<file path="config.mk">
export PLATFORM = sky130hd
export DESIGN_NAME = decodeStage
export DESIGN_NICKNAME = d
export VERILOG_FILES = /design/src/common/decode_pkg.sv /design/src/decoder/aluDecoder.sv /design/src/decoder/mainDecoder.sv /design/src/design/decodeStage.sv /design/src/design/immExtend.sv /design/src/design/regFile.sv
export VERILOG_INCLUDE_DIRS = /design/src /design/src/common
export SDC_FILE = /design/constraint.sdc
export NUM_CORES = 2
export LEC_CHECK = 0
export ABC_AREA = 0
export BUFFER_PORTS_ARGS = -buffer_cell sky130_fd_sc_hd__buf_4
export CAP_MARGIN = 15
export CORE_AREA = 2 2 318 320
export DETAILED_ROUTE_END_ITERATION = 7
export DIE_AREA = 0 0 320 322
export PLACE_DENSITY_LB_ADDON = 0.3
export SLEW_MARGIN = 0
export SYNTH_ARGS = -nofsm -noshare
export SYNTH_HDL_FRONTEND = slang
export SYNTH_HIERARCHICAL = 1
export SYNTH_SLANG_ARGS = --single-unit
</file>
<file path="constraint.sdc">
create_clock -name clk -period 4.58 [get_ports clk]
set_clock_uncertainty 0.1 [all_clocks]
set_input_delay 0 -clock clk [delete_from_list [all_inputs] [get_ports clk]]
set_output_delay 0 -clock clk [all_outputs]
set_load 0.05 [all_outputs]
</file>
<file path="src/common/decode_defs.svh">
`ifndef DECODE_DEFS_SVH
`define DECODE_DEFS_SVH

// Datapath and address width
`define XLEN 32

// Register index width and count
`define REG_ADDR_W 5
`define NUM_REGS 32

// Bubble word is addi x0, x0, 0
`define NOP_INSTR 32'h0000_0013

`endif

</file>
<file path="src/common/decode_pkg.sv">
package decode_pkg;

  // RV32I major opcodes
  typedef enum logic [6:0] {
    opLui    = 7'b0110111,
    opAuipc  = 7'b0010111,
    opJal    = 7'b1101111,
    opJalr   = 7'b1100111,
    opBranch = 7'b1100011,
    opLoad   = 7'b0000011,
    opStore  = 7'b0100011,
    opImm    = 7'b0010011,
    opReg    = 7'b0110011
  } opcodeE;

  typedef enum logic [3:0] {
    aluAdd,
    aluSub,
    aluSll,
    aluSlt,
    aluSltu,
    aluXor,
    aluSrl,
    aluSra,
    aluOr,
    aluAnd,
    aluPassB // Operand B straight through for lui
  } aluOpE;

  // Hint from the main decoder to the ALU decoder
  typedef enum logic [1:0] {
    classAdd,
    classReg,
    classImm,
    classBranch
  } aluClassE;

  typedef enum logic [2:0] {
    immI,
    immS,
    immB,
    immU,
    immJ
  } immSrcE;

  typedef enum logic [3:0] {
    brNone,
    brJal,
    brJalr,
    brEq,
    brNe,
    brLt,
    brGe,
    brLtu,
    brGeu
  } branchE;

  typedef enum logic [1:0] {
    memByte,
    memHalf,
    memWord
  } memSizeE;

  typedef enum logic [1:0] {
    resAlu,
    resMem,
    resPcPlus4
  } resultSrcE;

endpackage

</file>
<file path="src/decoder/aluDecoder.sv">
`timescale 1ns/1ps

module aluDecoder
  import decode_pkg::*;
(
  input  aluClassE   aluClass,
  input  logic       isLui,
  input  logic [2:0] funct3,
  input  logic       funct7b5,
  output aluOpE      aluControl
);

  logic  subSel; // sub exists only for register ops
  logic  sraSel;
  aluOpE funct3Op;

  assign subSel = funct7b5 && (aluClass == classReg);
  assign sraSel = funct7b5;

  // funct3 map shared by register and immediate ops
  always_comb begin
    case (funct3)
      3'b000:  funct3Op = subSel ? aluSub : aluAdd;
      3'b001:  funct3Op = aluSll;
      3'b010:  funct3Op = aluSlt;
      3'b011:  funct3Op = aluSltu;
      3'b100:  funct3Op = aluXor;
      3'b101:  funct3Op = sraSel ? aluSra : aluSrl;
      3'b110:  funct3Op = aluOr;
      default: funct3Op = aluAnd;
    endcase
  end

  always_comb begin
    case (aluClass)
      classAdd:    aluControl = isLui ? aluPassB : aluAdd;
      classBranch: aluControl = aluSub; // Compare by subtraction
      default:     aluControl = funct3Op;
    endcase
  end

endmodule

</file>
<file path="src/decoder/mainDecoder.sv">
`timescale 1ns/1ps

module mainDecoder
  import decode_pkg::*;
(
  input  logic [6:0] opcode,
  input  logic [2:0] funct3,
  output logic       regWrite,
  output logic       memWrite,
  output logic       aluSrcA,   // 1 selects the PC
  output logic       aluSrcB,   // 1 selects the immediate
  output aluClassE   aluClass,
  output immSrcE     immSrc,
  output branchE     branch,
  output memSizeE    memSize,
  output logic       memSigned,
  output resultSrcE  resultSrc,
  output logic       illegal
);

  always_comb begin
    regWrite  = 1'b0;
    memWrite  = 1'b0;
    aluSrcA   = 1'b0;
    aluSrcB   = 1'b1; // Immediate unless reg op or branch
    aluClass  = classAdd;
    immSrc    = immI;
    branch    = brNone;
    memSize   = memWord;
    memSigned = 1'b0;
    resultSrc = resAlu;
    illegal   = 1'b0;

    case (opcodeE'(opcode))
      opLui: begin
        regWrite = 1'b1;
        immSrc   = immU; // ALU decoder turns this into aluPassB
      end
      opAuipc: begin
        regWrite = 1'b1;
        aluSrcA  = 1'b1;
        immSrc   = immU;
      end
      opJal: begin
        regWrite  = 1'b1;
        immSrc    = immJ;
        branch    = brJal;
        resultSrc = resPcPlus4;
      end
      opJalr: begin
        regWrite  = 1'b1;
        branch    = brJalr;
        resultSrc = resPcPlus4;
      end
      opBranch: begin
        aluSrcB  = 1'b0;
        aluClass = classBranch;
        immSrc   = immB;
        case (funct3)
          3'b000:  branch = brEq;
          3'b001:  branch = brNe;
          3'b100:  branch = brLt;
          3'b101:  branch = brGe;
          3'b110:  branch = brLtu;
          3'b111:  branch = brGeu;
          default: illegal = 1'b1;
        endcase
      end
      opLoad: begin
        regWrite  = 1'b1;
        resultSrc = resMem;
        memSigned = ~funct3[2];
        case (funct3)
          3'b000, 3'b100: memSize = memByte;
          3'b001, 3'b101: memSize = memHalf;
          3'b010:         memSize = memWord;
          default:        illegal = 1'b1;
        endcase
      end
      opStore: begin
        memWrite = 1'b1;
        immSrc   = immS;
        case (funct3)
          3'b000:  memSize = memByte;
          3'b001:  memSize = memHalf;
          3'b010:  memSize = memWord;
          default: illegal = 1'b1;
        endcase
      end
      opImm: begin
        regWrite = 1'b1;
        aluClass = classImm;
      end
      opReg: begin
        regWrite = 1'b1;
        aluSrcB  = 1'b0;
        aluClass = classReg;
      end
      default: illegal = 1'b1;
    endcase

    // Illegal words leave the pipe as a bubble
    if (illegal) begin
      regWrite  = 1'b0;
      memWrite  = 1'b0;
      branch    = brNone;
      resultSrc = resAlu;
    end
  end

endmodule

</file>
<file path="src/design/decodeStage.sv">
`timescale 1ns/1ps
`include "decode_defs.svh"

module decodeStage
  import decode_pkg::*;
(
  input  logic                   clk,
  input  logic                   rstN,
  input  logic [`XLEN-1:0]       instrF,
  input  logic [`XLEN-1:0]       pcF,
  input  logic [`XLEN-1:0]       pcPlus4F,
  input  logic                   stallD,
  input  logic                   flushD,
  input  logic                   regWriteW,
  input  logic [`REG_ADDR_W-1:0] rdW,
  input  logic [`XLEN-1:0]       resultW,
  output logic [`XLEN-1:0]       rd1D,
  output logic [`XLEN-1:0]       rd2D,
  output logic [`XLEN-1:0]       immExtD,
  output logic [`REG_ADDR_W-1:0] rs1D,
  output logic [`REG_ADDR_W-1:0] rs2D,
  output logic [`REG_ADDR_W-1:0] rdD,
  output logic [`XLEN-1:0]       pcD,
  output logic [`XLEN-1:0]       pcPlus4D,
  output logic                   regWriteD,
  output logic                   memWriteD,
  output logic                   aluSrcAD,
  output logic                   aluSrcBD,
  output aluOpE                  aluControlD,
  output branchE                 branchD,
  output memSizeE                memSizeD,
  output logic                   memSignedD,
  output resultSrcE              resultSrcD,
  output logic                   illegalD
);

  logic [`XLEN-1:0]       instrD;
  logic [6:0]             opcode;
  logic [2:0]             funct3;
  logic                   funct7b5;
  logic [`REG_ADDR_W-1:0] rdField;
  logic                   isLui;
  logic                   regWriteDec;
  aluClassE               aluClass;
  immSrcE                 immSrc;

  // IF/ID register where flush wins over stall
  always_ff @(posedge clk) begin
    if (!rstN || flushD) begin
      instrD   <= `NOP_INSTR;
      pcD      <= '0;
      pcPlus4D <= '0;
    end else if (!stallD) begin
      instrD   <= instrF;
      pcD      <= pcF;
      pcPlus4D <= pcPlus4F;
    end
  end

  assign opcode   = instrD[6:0];
  assign funct3   = instrD[14:12];
  assign funct7b5 = instrD[30];
  assign rdField  = instrD[11:7];
  assign rs1D     = instrD[19:15];
  assign rs2D     = instrD[24:20];
  assign isLui    = (opcode == opLui);

  // Writes to x0 are dropped here so the bubble carries no write
  assign regWriteD = regWriteDec && (rdField != '0);
  assign rdD       = regWriteD ? rdField : '0;

  mainDecoder u_mainDec (
    .opcode    (opcode),
    .funct3    (funct3),
    .regWrite  (regWriteDec),
    .memWrite  (memWriteD),
    .aluSrcA   (aluSrcAD),
    .aluSrcB   (aluSrcBD),
    .aluClass  (aluClass),
    .immSrc    (immSrc),
    .branch    (branchD),
    .memSize   (memSizeD),
    .memSigned (memSignedD),
    .resultSrc (resultSrcD),
    .illegal   (illegalD)
  );

  aluDecoder u_aluDec (
    .aluClass   (aluClass),
    .isLui      (isLui),
    .funct3     (funct3),
    .funct7b5   (funct7b5),
    .aluControl (aluControlD)
  );

  immExtend u_immExt (
    .instrHi (instrD[31:7]),
    .immSrc  (immSrc),
    .immExt  (immExtD)
  );

  regFile u_regFile (
    .clk  (clk),
    .rstN (rstN),
    .ra1  (rs1D),
    .ra2  (rs2D),
    .we   (regWriteW),
    .wa   (rdW),
    .wd   (resultW),
    .rd1  (rd1D),
    .rd2  (rd2D)
  );

endmodule

</file>
<file path="src/design/immExtend.sv">
`timescale 1ns/1ps
`include "decode_defs.svh"

module immExtend
  import decode_pkg::*;
(
  input  logic [24:0]      instrHi, // Instruction bits 31 to 7
  input  immSrcE           immSrc,
  output logic [`XLEN-1:0] immExt
);

  logic [31:0] ins;

  // Realign so the fields keep their instruction bit numbers
  assign ins = {instrHi, 7'b0};

  always_comb begin
    case (immSrc)
      immS: immExt = {{20{ins[31]}}, ins[31:25], ins[11:7]};
      immB: begin
        immExt = {{19{ins[31]}}, ins[31], ins[7], ins[30:25], ins[11:8], 1'b0};
      end
      immU: immExt = {ins[31:12], 12'b0};
      immJ: begin
        immExt = {{11{ins[31]}}, ins[31], ins[19:12], ins[20], ins[30:21], 1'b0};
      end
      default: immExt = {{20{ins[31]}}, ins[31:20]}; // I format
    endcase
  end

endmodule

</file>
<file path="src/design/regFile.sv">
`timescale 1ns/1ps
`include "decode_defs.svh"

module regFile (
  input  logic                   clk,
  input  logic                   rstN,
  input  logic [`REG_ADDR_W-1:0] ra1,
  input  logic [`REG_ADDR_W-1:0] ra2,
  input  logic                   we,
  input  logic [`REG_ADDR_W-1:0] wa,
  input  logic [`XLEN-1:0]       wd,
  output logic [`XLEN-1:0]       rd1,
  output logic [`XLEN-1:0]       rd2
);

  logic [`XLEN-1:0] regs [`NUM_REGS];
  logic             hit1;
  logic             hit2;

  always_ff @(posedge clk) begin
    if (!rstN) begin
      for (int i = 0; i < `NUM_REGS; i++) begin
        regs[i] <= '0;
      end
    end else if (we && (wa != '0)) begin
      regs[wa] <= wd; // x0 never written
    end
  end

  // Same-cycle writeback seen by the reader
  assign hit1 = we && (wa == ra1);
  assign hit2 = we && (wa == ra2);

  assign rd1 = (ra1 == '0) ? '0 : (hit1 ? wd : regs[ra1]);
  assign rd2 = (ra2 == '0) ? '0 : (hit2 ? wd : regs[ra2]);

endmodule

</file>
# == Yosys cells after proc, flatten, opt, wreduce, memory -nomap -nowiden ==
# Memory sizes are Yosys's and may differ from the RTL's. A register that Yosys moved wholly into a read port is not among the register bits.
# Cells that the tools add are included.
# word_totals
register_bits,96
latch_bits,0
mem_bits_rw,1024
mem_count,1
wordCells,96
romBits,0
# mem_list
memory,words,width,rd,rd_ports_with_merged_regs,wr,line,rtl
u_regFile.regs,32,32,2,2,32,regFile.sv:16,logic [`XLEN-1:0] regs [`NUM_REGS];
# op_classes
add_sub_neg,0
n_div,0
n_shift,0
n_eq_ne,24
n_mux,43
order_cmp,0
bitwise_logic,1
n_mul,0
reduce_logical,24
# ops
cell,n
32-bit 2-to-1 mux,5
31-bit one-hot mux with 4 select lines,1
32-bit OR reduction,1
5-bit 2-to-1 mux,6
4-bit one-hot mux with 7 select lines,1
4-bit one-hot mux with 6 select lines,1
7-bit by 6-bit == test with 1-bit output (second input constant),3
7-bit == test (second input constant),3
1-bit 2-to-1 mux,17
2-bit one-hot mux with 2 select lines,4
3-bit == test (second input constant),5
7-bit by 5-bit == test with 1-bit output (second input constant),2
3-bit by 2-bit == test with 1-bit output (second input constant),4
3-bit one-hot mux with 4 select lines,1
4-bit one-hot mux with 3 select lines,1
6-bit OR reduction,2
5-bit == test,2
5-bit logical NOT,2
5-bit nonzero test,2
2-bit OR reduction,5
4-bit 2-to-1 mux,2
4-bit one-hot mux with 2 select lines,1
7-bit by 2-bit == test with 1-bit output (second input constant),1
7-bit OR reduction,1
14 further kinds,19

# == Depth between registers and ports, before layout ==
# depth
depth_word,7
ltp_mapped,10
mapped_depth_nobuf,9

# == Cells and area by module ==
# The synthesis kept the hierarchy.
# by_module_without_submodules
module,n_inst,area_each_um2,cells_per_inst
regFile,1,54698.7,3744
decodeStage,1,3570.9,330
immExtend,1,591.8,90
mainDecoder,1,370.4,59
aluDecoder,1,143.9,20

# == Least setup slack after synthesis ==
# No wires, ideal clock.
# synth_path
path_kind,input-to-reg
from,input port rdW[2]
to,"memory u_regFile/regs[10][0] (netlist bit), enable pin"
setup_slack_ns,0.923
arrival_time_ns,3.092
setup_time_ns,0.466
t_required_ns,4.014
path_buffers,2
path_stages,4
path_cell_list,buf_2 -> or3b_2 -> clkbuf_1 -> o21ai_0
# synth_lines
element,line,rtl
start: declaration,decodeStage.sv:15,"input logic [`REG_ADDR_W-1:0] rdW,"
end: declaration,regFile.sv:16,

# == Final worst setup path ==
# layout_path
from,register instrD[22]
to,output port rd2D[7]
# layout_via
elab_chain_cells,4
# layout_rtl
element,line,rtl
start: declaration,decodeStage.sv:37,logic [`XLEN-1:0] instrD;
start signal: assignment,decodeStage.sv:50,instrD <= `NOP_INSTR;
start signal: assignment,decodeStage.sv:54,instrD <= instrF;
5-bit == test,regFile.sv:32,assign hit2 = we && (wa == ra2);
1-bit logical AND,regFile.sv:32,
32-bit 2-to-1 mux,regFile.sv:35,assign rd2 = (ra2 == '0) ? '0 : (hit2 ? wd : regs[ra2]);
32-bit 2-to-1 mux (*),regFile.sv:35,
end: declaration,decodeStage.sv:18,"output logic [`XLEN-1:0] rd2D,"
# Every way passes the cells marked *; elsewhere a longest branch is shown, timed or not.

==> flow_summary.ini <==
[status]
status = finished with violations
violations = design-rule violations, max-capacitance violations

[cells_and_area]
area_growth_pct = 18.6
final-instance-count-excl-fill = 6133
utilization_pct = 70.8
drive_above_1_share_pct = 24.2
nets = 4871

[route]
avgRoutedWirePerCell_um = 36.7
post-route-drc-count = 16
num_vias = 45400
avgViaCountPerCell = 7.40
drtIter0Drc = 8598
ant_nets = 0
drt-total-wl_um = 225000
drt_first_pass_iters = 8

[clocking]
clk_path_buf_depth = 3
cts_tree = done
htree_num_levels = 3
clkLatencyLatePin_ns = 0.73
clock-sinks = 1120
clk_pin_slew_ns = 0.07
numCtsBuffers = 114
cts_root_buf = clkbuf_16

[global_routing]
grt_usage_pct = 43.4
grt_pass1_vias = 44900
grt_pass1_wl_um = 318000
grt_max_degree = 98
antenna_found_initial = 23
grt_remaining_overflow = 0

[timing]
finalCritPeriodShare_pct = 97.1
fmax_mhz = 225
fin_crit_ns = 4.45
finalSetupViolCount = 0
setup_tns_ns = 0
tightest_slew_ns = 1.47
final_hold_viol_count = 0
whs_ns = 0.0294
rsz0062_at_grt = no
relSlewSlack_pct = 1.42
drv_slew = 0

[synthesis]
post-synth-top-area-cell = edfxtp_1
netlist_top_cells_area = edfxtp_1, mux4_2, and2_1, mux2i_1, dfxtp_1
yosys_most_used_dff = edfxtp_1
ys_types = 74
synth-seq-cells = 1120
ys_async_sr_fraction_pct = 0
synth_warnings = 6
syn_area_um2 = 59400
yosysSeqAreaShare_pct = 55.0
synth_top_area_share_pct = 51.8
syn_avg_cell_area_um2 = 14.0
synth-edff-count = 1024
synthCells = 4243

[floorplan]
core_area_um2 = 99600
boundaryPins = 331
start_util_pct = 59.6
dieHeight_um = 322
die_w_um = 320
rows = 116
die-area_um2 = 103000

[hold_path]
worstHoldStart = pcF[13]
hold_class = in -> reg

[pwr]
total_power_mw = 25.0
p_per_area_nw_per_um2 = 355
p_leak_nw = 24.6
irDropWorstVdd_v = 0.000349

[placement]
place_inst = 5596
post-dp-hpwl_um = 125000
port_buffers = 330
gp_congestion = 0.955

[critical_path]
required_ns = 4.48
worstPathMaxFanout = 49
ff2ff_setup_slack_ns = 1.69
crit_end = rd2D[7]
crit_start = instrD[22]$_SDFFE_PP0N_
worstSetupEndpointType = output port
cp-start-kind = register
path_class = reg -> out
r2r_start = pcD[20]$_SDFFE_PP0N_
rr_endpoint = pcD[20]$_SDFFE_PP0N_
r2r_cells = 4
arrival_ns = 4.35

[flow_run]
maxCapViolations = 1
synthesized netlist by cell type, drive strengths merged, types with 11 or more instances:
cell type	number
nand3	13
nor2	153
a21oi	89
a22oi	133
buf	154
a22o	57
a2111oi	24
o21ai	54
a21o	11
nand2	46
edfxtp	1024
mux2i	377
o221ai	42
a221o	14
mux4	388
clkbuf	312
o22ai	49
o221a	18
and2	1002
a211oi	18
dfxtp	96
nor2b	22
inv	12
layout by cell type (no fill, tap or decap), drive strengths merged, types with 10 or more instances in the layout:
cell,count
dfxtp,96
diode,11
a22o,57
a21o,11
edfxtp,1024
and2,1002
a211oi,18
o221ai,42
mux2i,377
inv,17
a21oi,89
nand2,46
o21ai,54
buf,491
dlygate4sd3,315
clkinv,44
a22oi,133
nor2,153
o22ai,49
nor2b,22
o211ai,10
o221a,18
clkbuf,141
mux4,388
a2111oi,24
a32oi,10
bufinv,16
a221o,14
nand3,13
xnor2,10
conb,32
how the worst min path moves through the flow:
stage,endpoint,cells after the start
2_1_floorplan,instrD[10]$_SDFFE_PP0N_,2
3_3_place_gp,instrD[31]$_SDFFE_PP0N_,3
3_5_place_dp,instrD[23]$_SDFFE_PP0N_,3
4_1_cts,pcD[13]$_SDFFE_PP0N_,4
5_1_grt,u_regFile/regs[8][5]$_SDFFCE_PN0P_,3
6_report,pcD[13]$_SDFFE_PP0N_,4
final cells by class:
type,instances,area [um^2]
flip-flops and latches,1120,32700
fillers,6163,29100
multi-input cells,2676,25200
repair buffers,806,7060
clock buffers,141,2980
well taps,1298,1620
clock inverters,69,772
inverters,12,45.0
diodes,11,27.5
through the flow:
stage	setup slack [ns]	instance area, um^2
6_report	0.133	70400
5_1_grt	0.0868	70400
4_1_cts	0.192	70400
3_5_place_dp	1.06	63500
3_3_place_gp	1.07	63500
2_1_floorplan	0.923	59500
per-layer routing:
layer | vias up | global-route usage [%] | part of all wire [%]
met1 | 22100 | 52.3 | 32
met2 | 4724 | 63.6 | 43
met5 | - | 0.236 | 0.092
met3 | 1381 | 16.0 | 16
met4 | 16 | 33.7 | 9.6
li1 | 17200 | - | -
cell families after synthesis:
kind of cell               synth area share [%]
and+or+nand+nor                            12.9
adders and majority gates                0.0632
AOI/OAI and AO/OA                          7.00
other                                   0.00632
DFF                                        55.0
xor gates and xnor gates                  0.162
buffers and inverters                      3.67
muxes                                      21.2
worst max-delay path, stage by stage (launching register included):
cell,delay (ns)
dfxtp_4,0.50
buf_12,0.30
or3b_4,0.76
buf_4,0.36
o22ai_1,0.09
a2111oi_0,0.94
a21oi_1,0.10
a22o_1,0.27
buf_4,0.21
state kept, by name, summed over array words and instances, names as in the netlist:
register,count
pcPlus4D,32
instrD,32
pcD,32
u_regFile/regs,1024
where the power goes:
group / total [mW] / switching [mW] / leakage, nW / internal [mW]
registers: 12.1 / 0.357 / 10.5 / 11.7
logic: 3.31 / 2.06 / 12.2 / 1.25
clock network: 9.65 / 4.15 / 1.83 / 5.50
total: 25.0 / 6.57 / 24.6 / 18.4
what timing repair did:
action                                 4_1_cts  5_1_grt
gates resized for setup                      0        1
hold buffers                               315        0
setup endpoints to repair                    0        1
setup buffers                                0        0
endpoints found under the hold margin     1114        0
No activity file was read; power rests on OpenSTA's default activity.
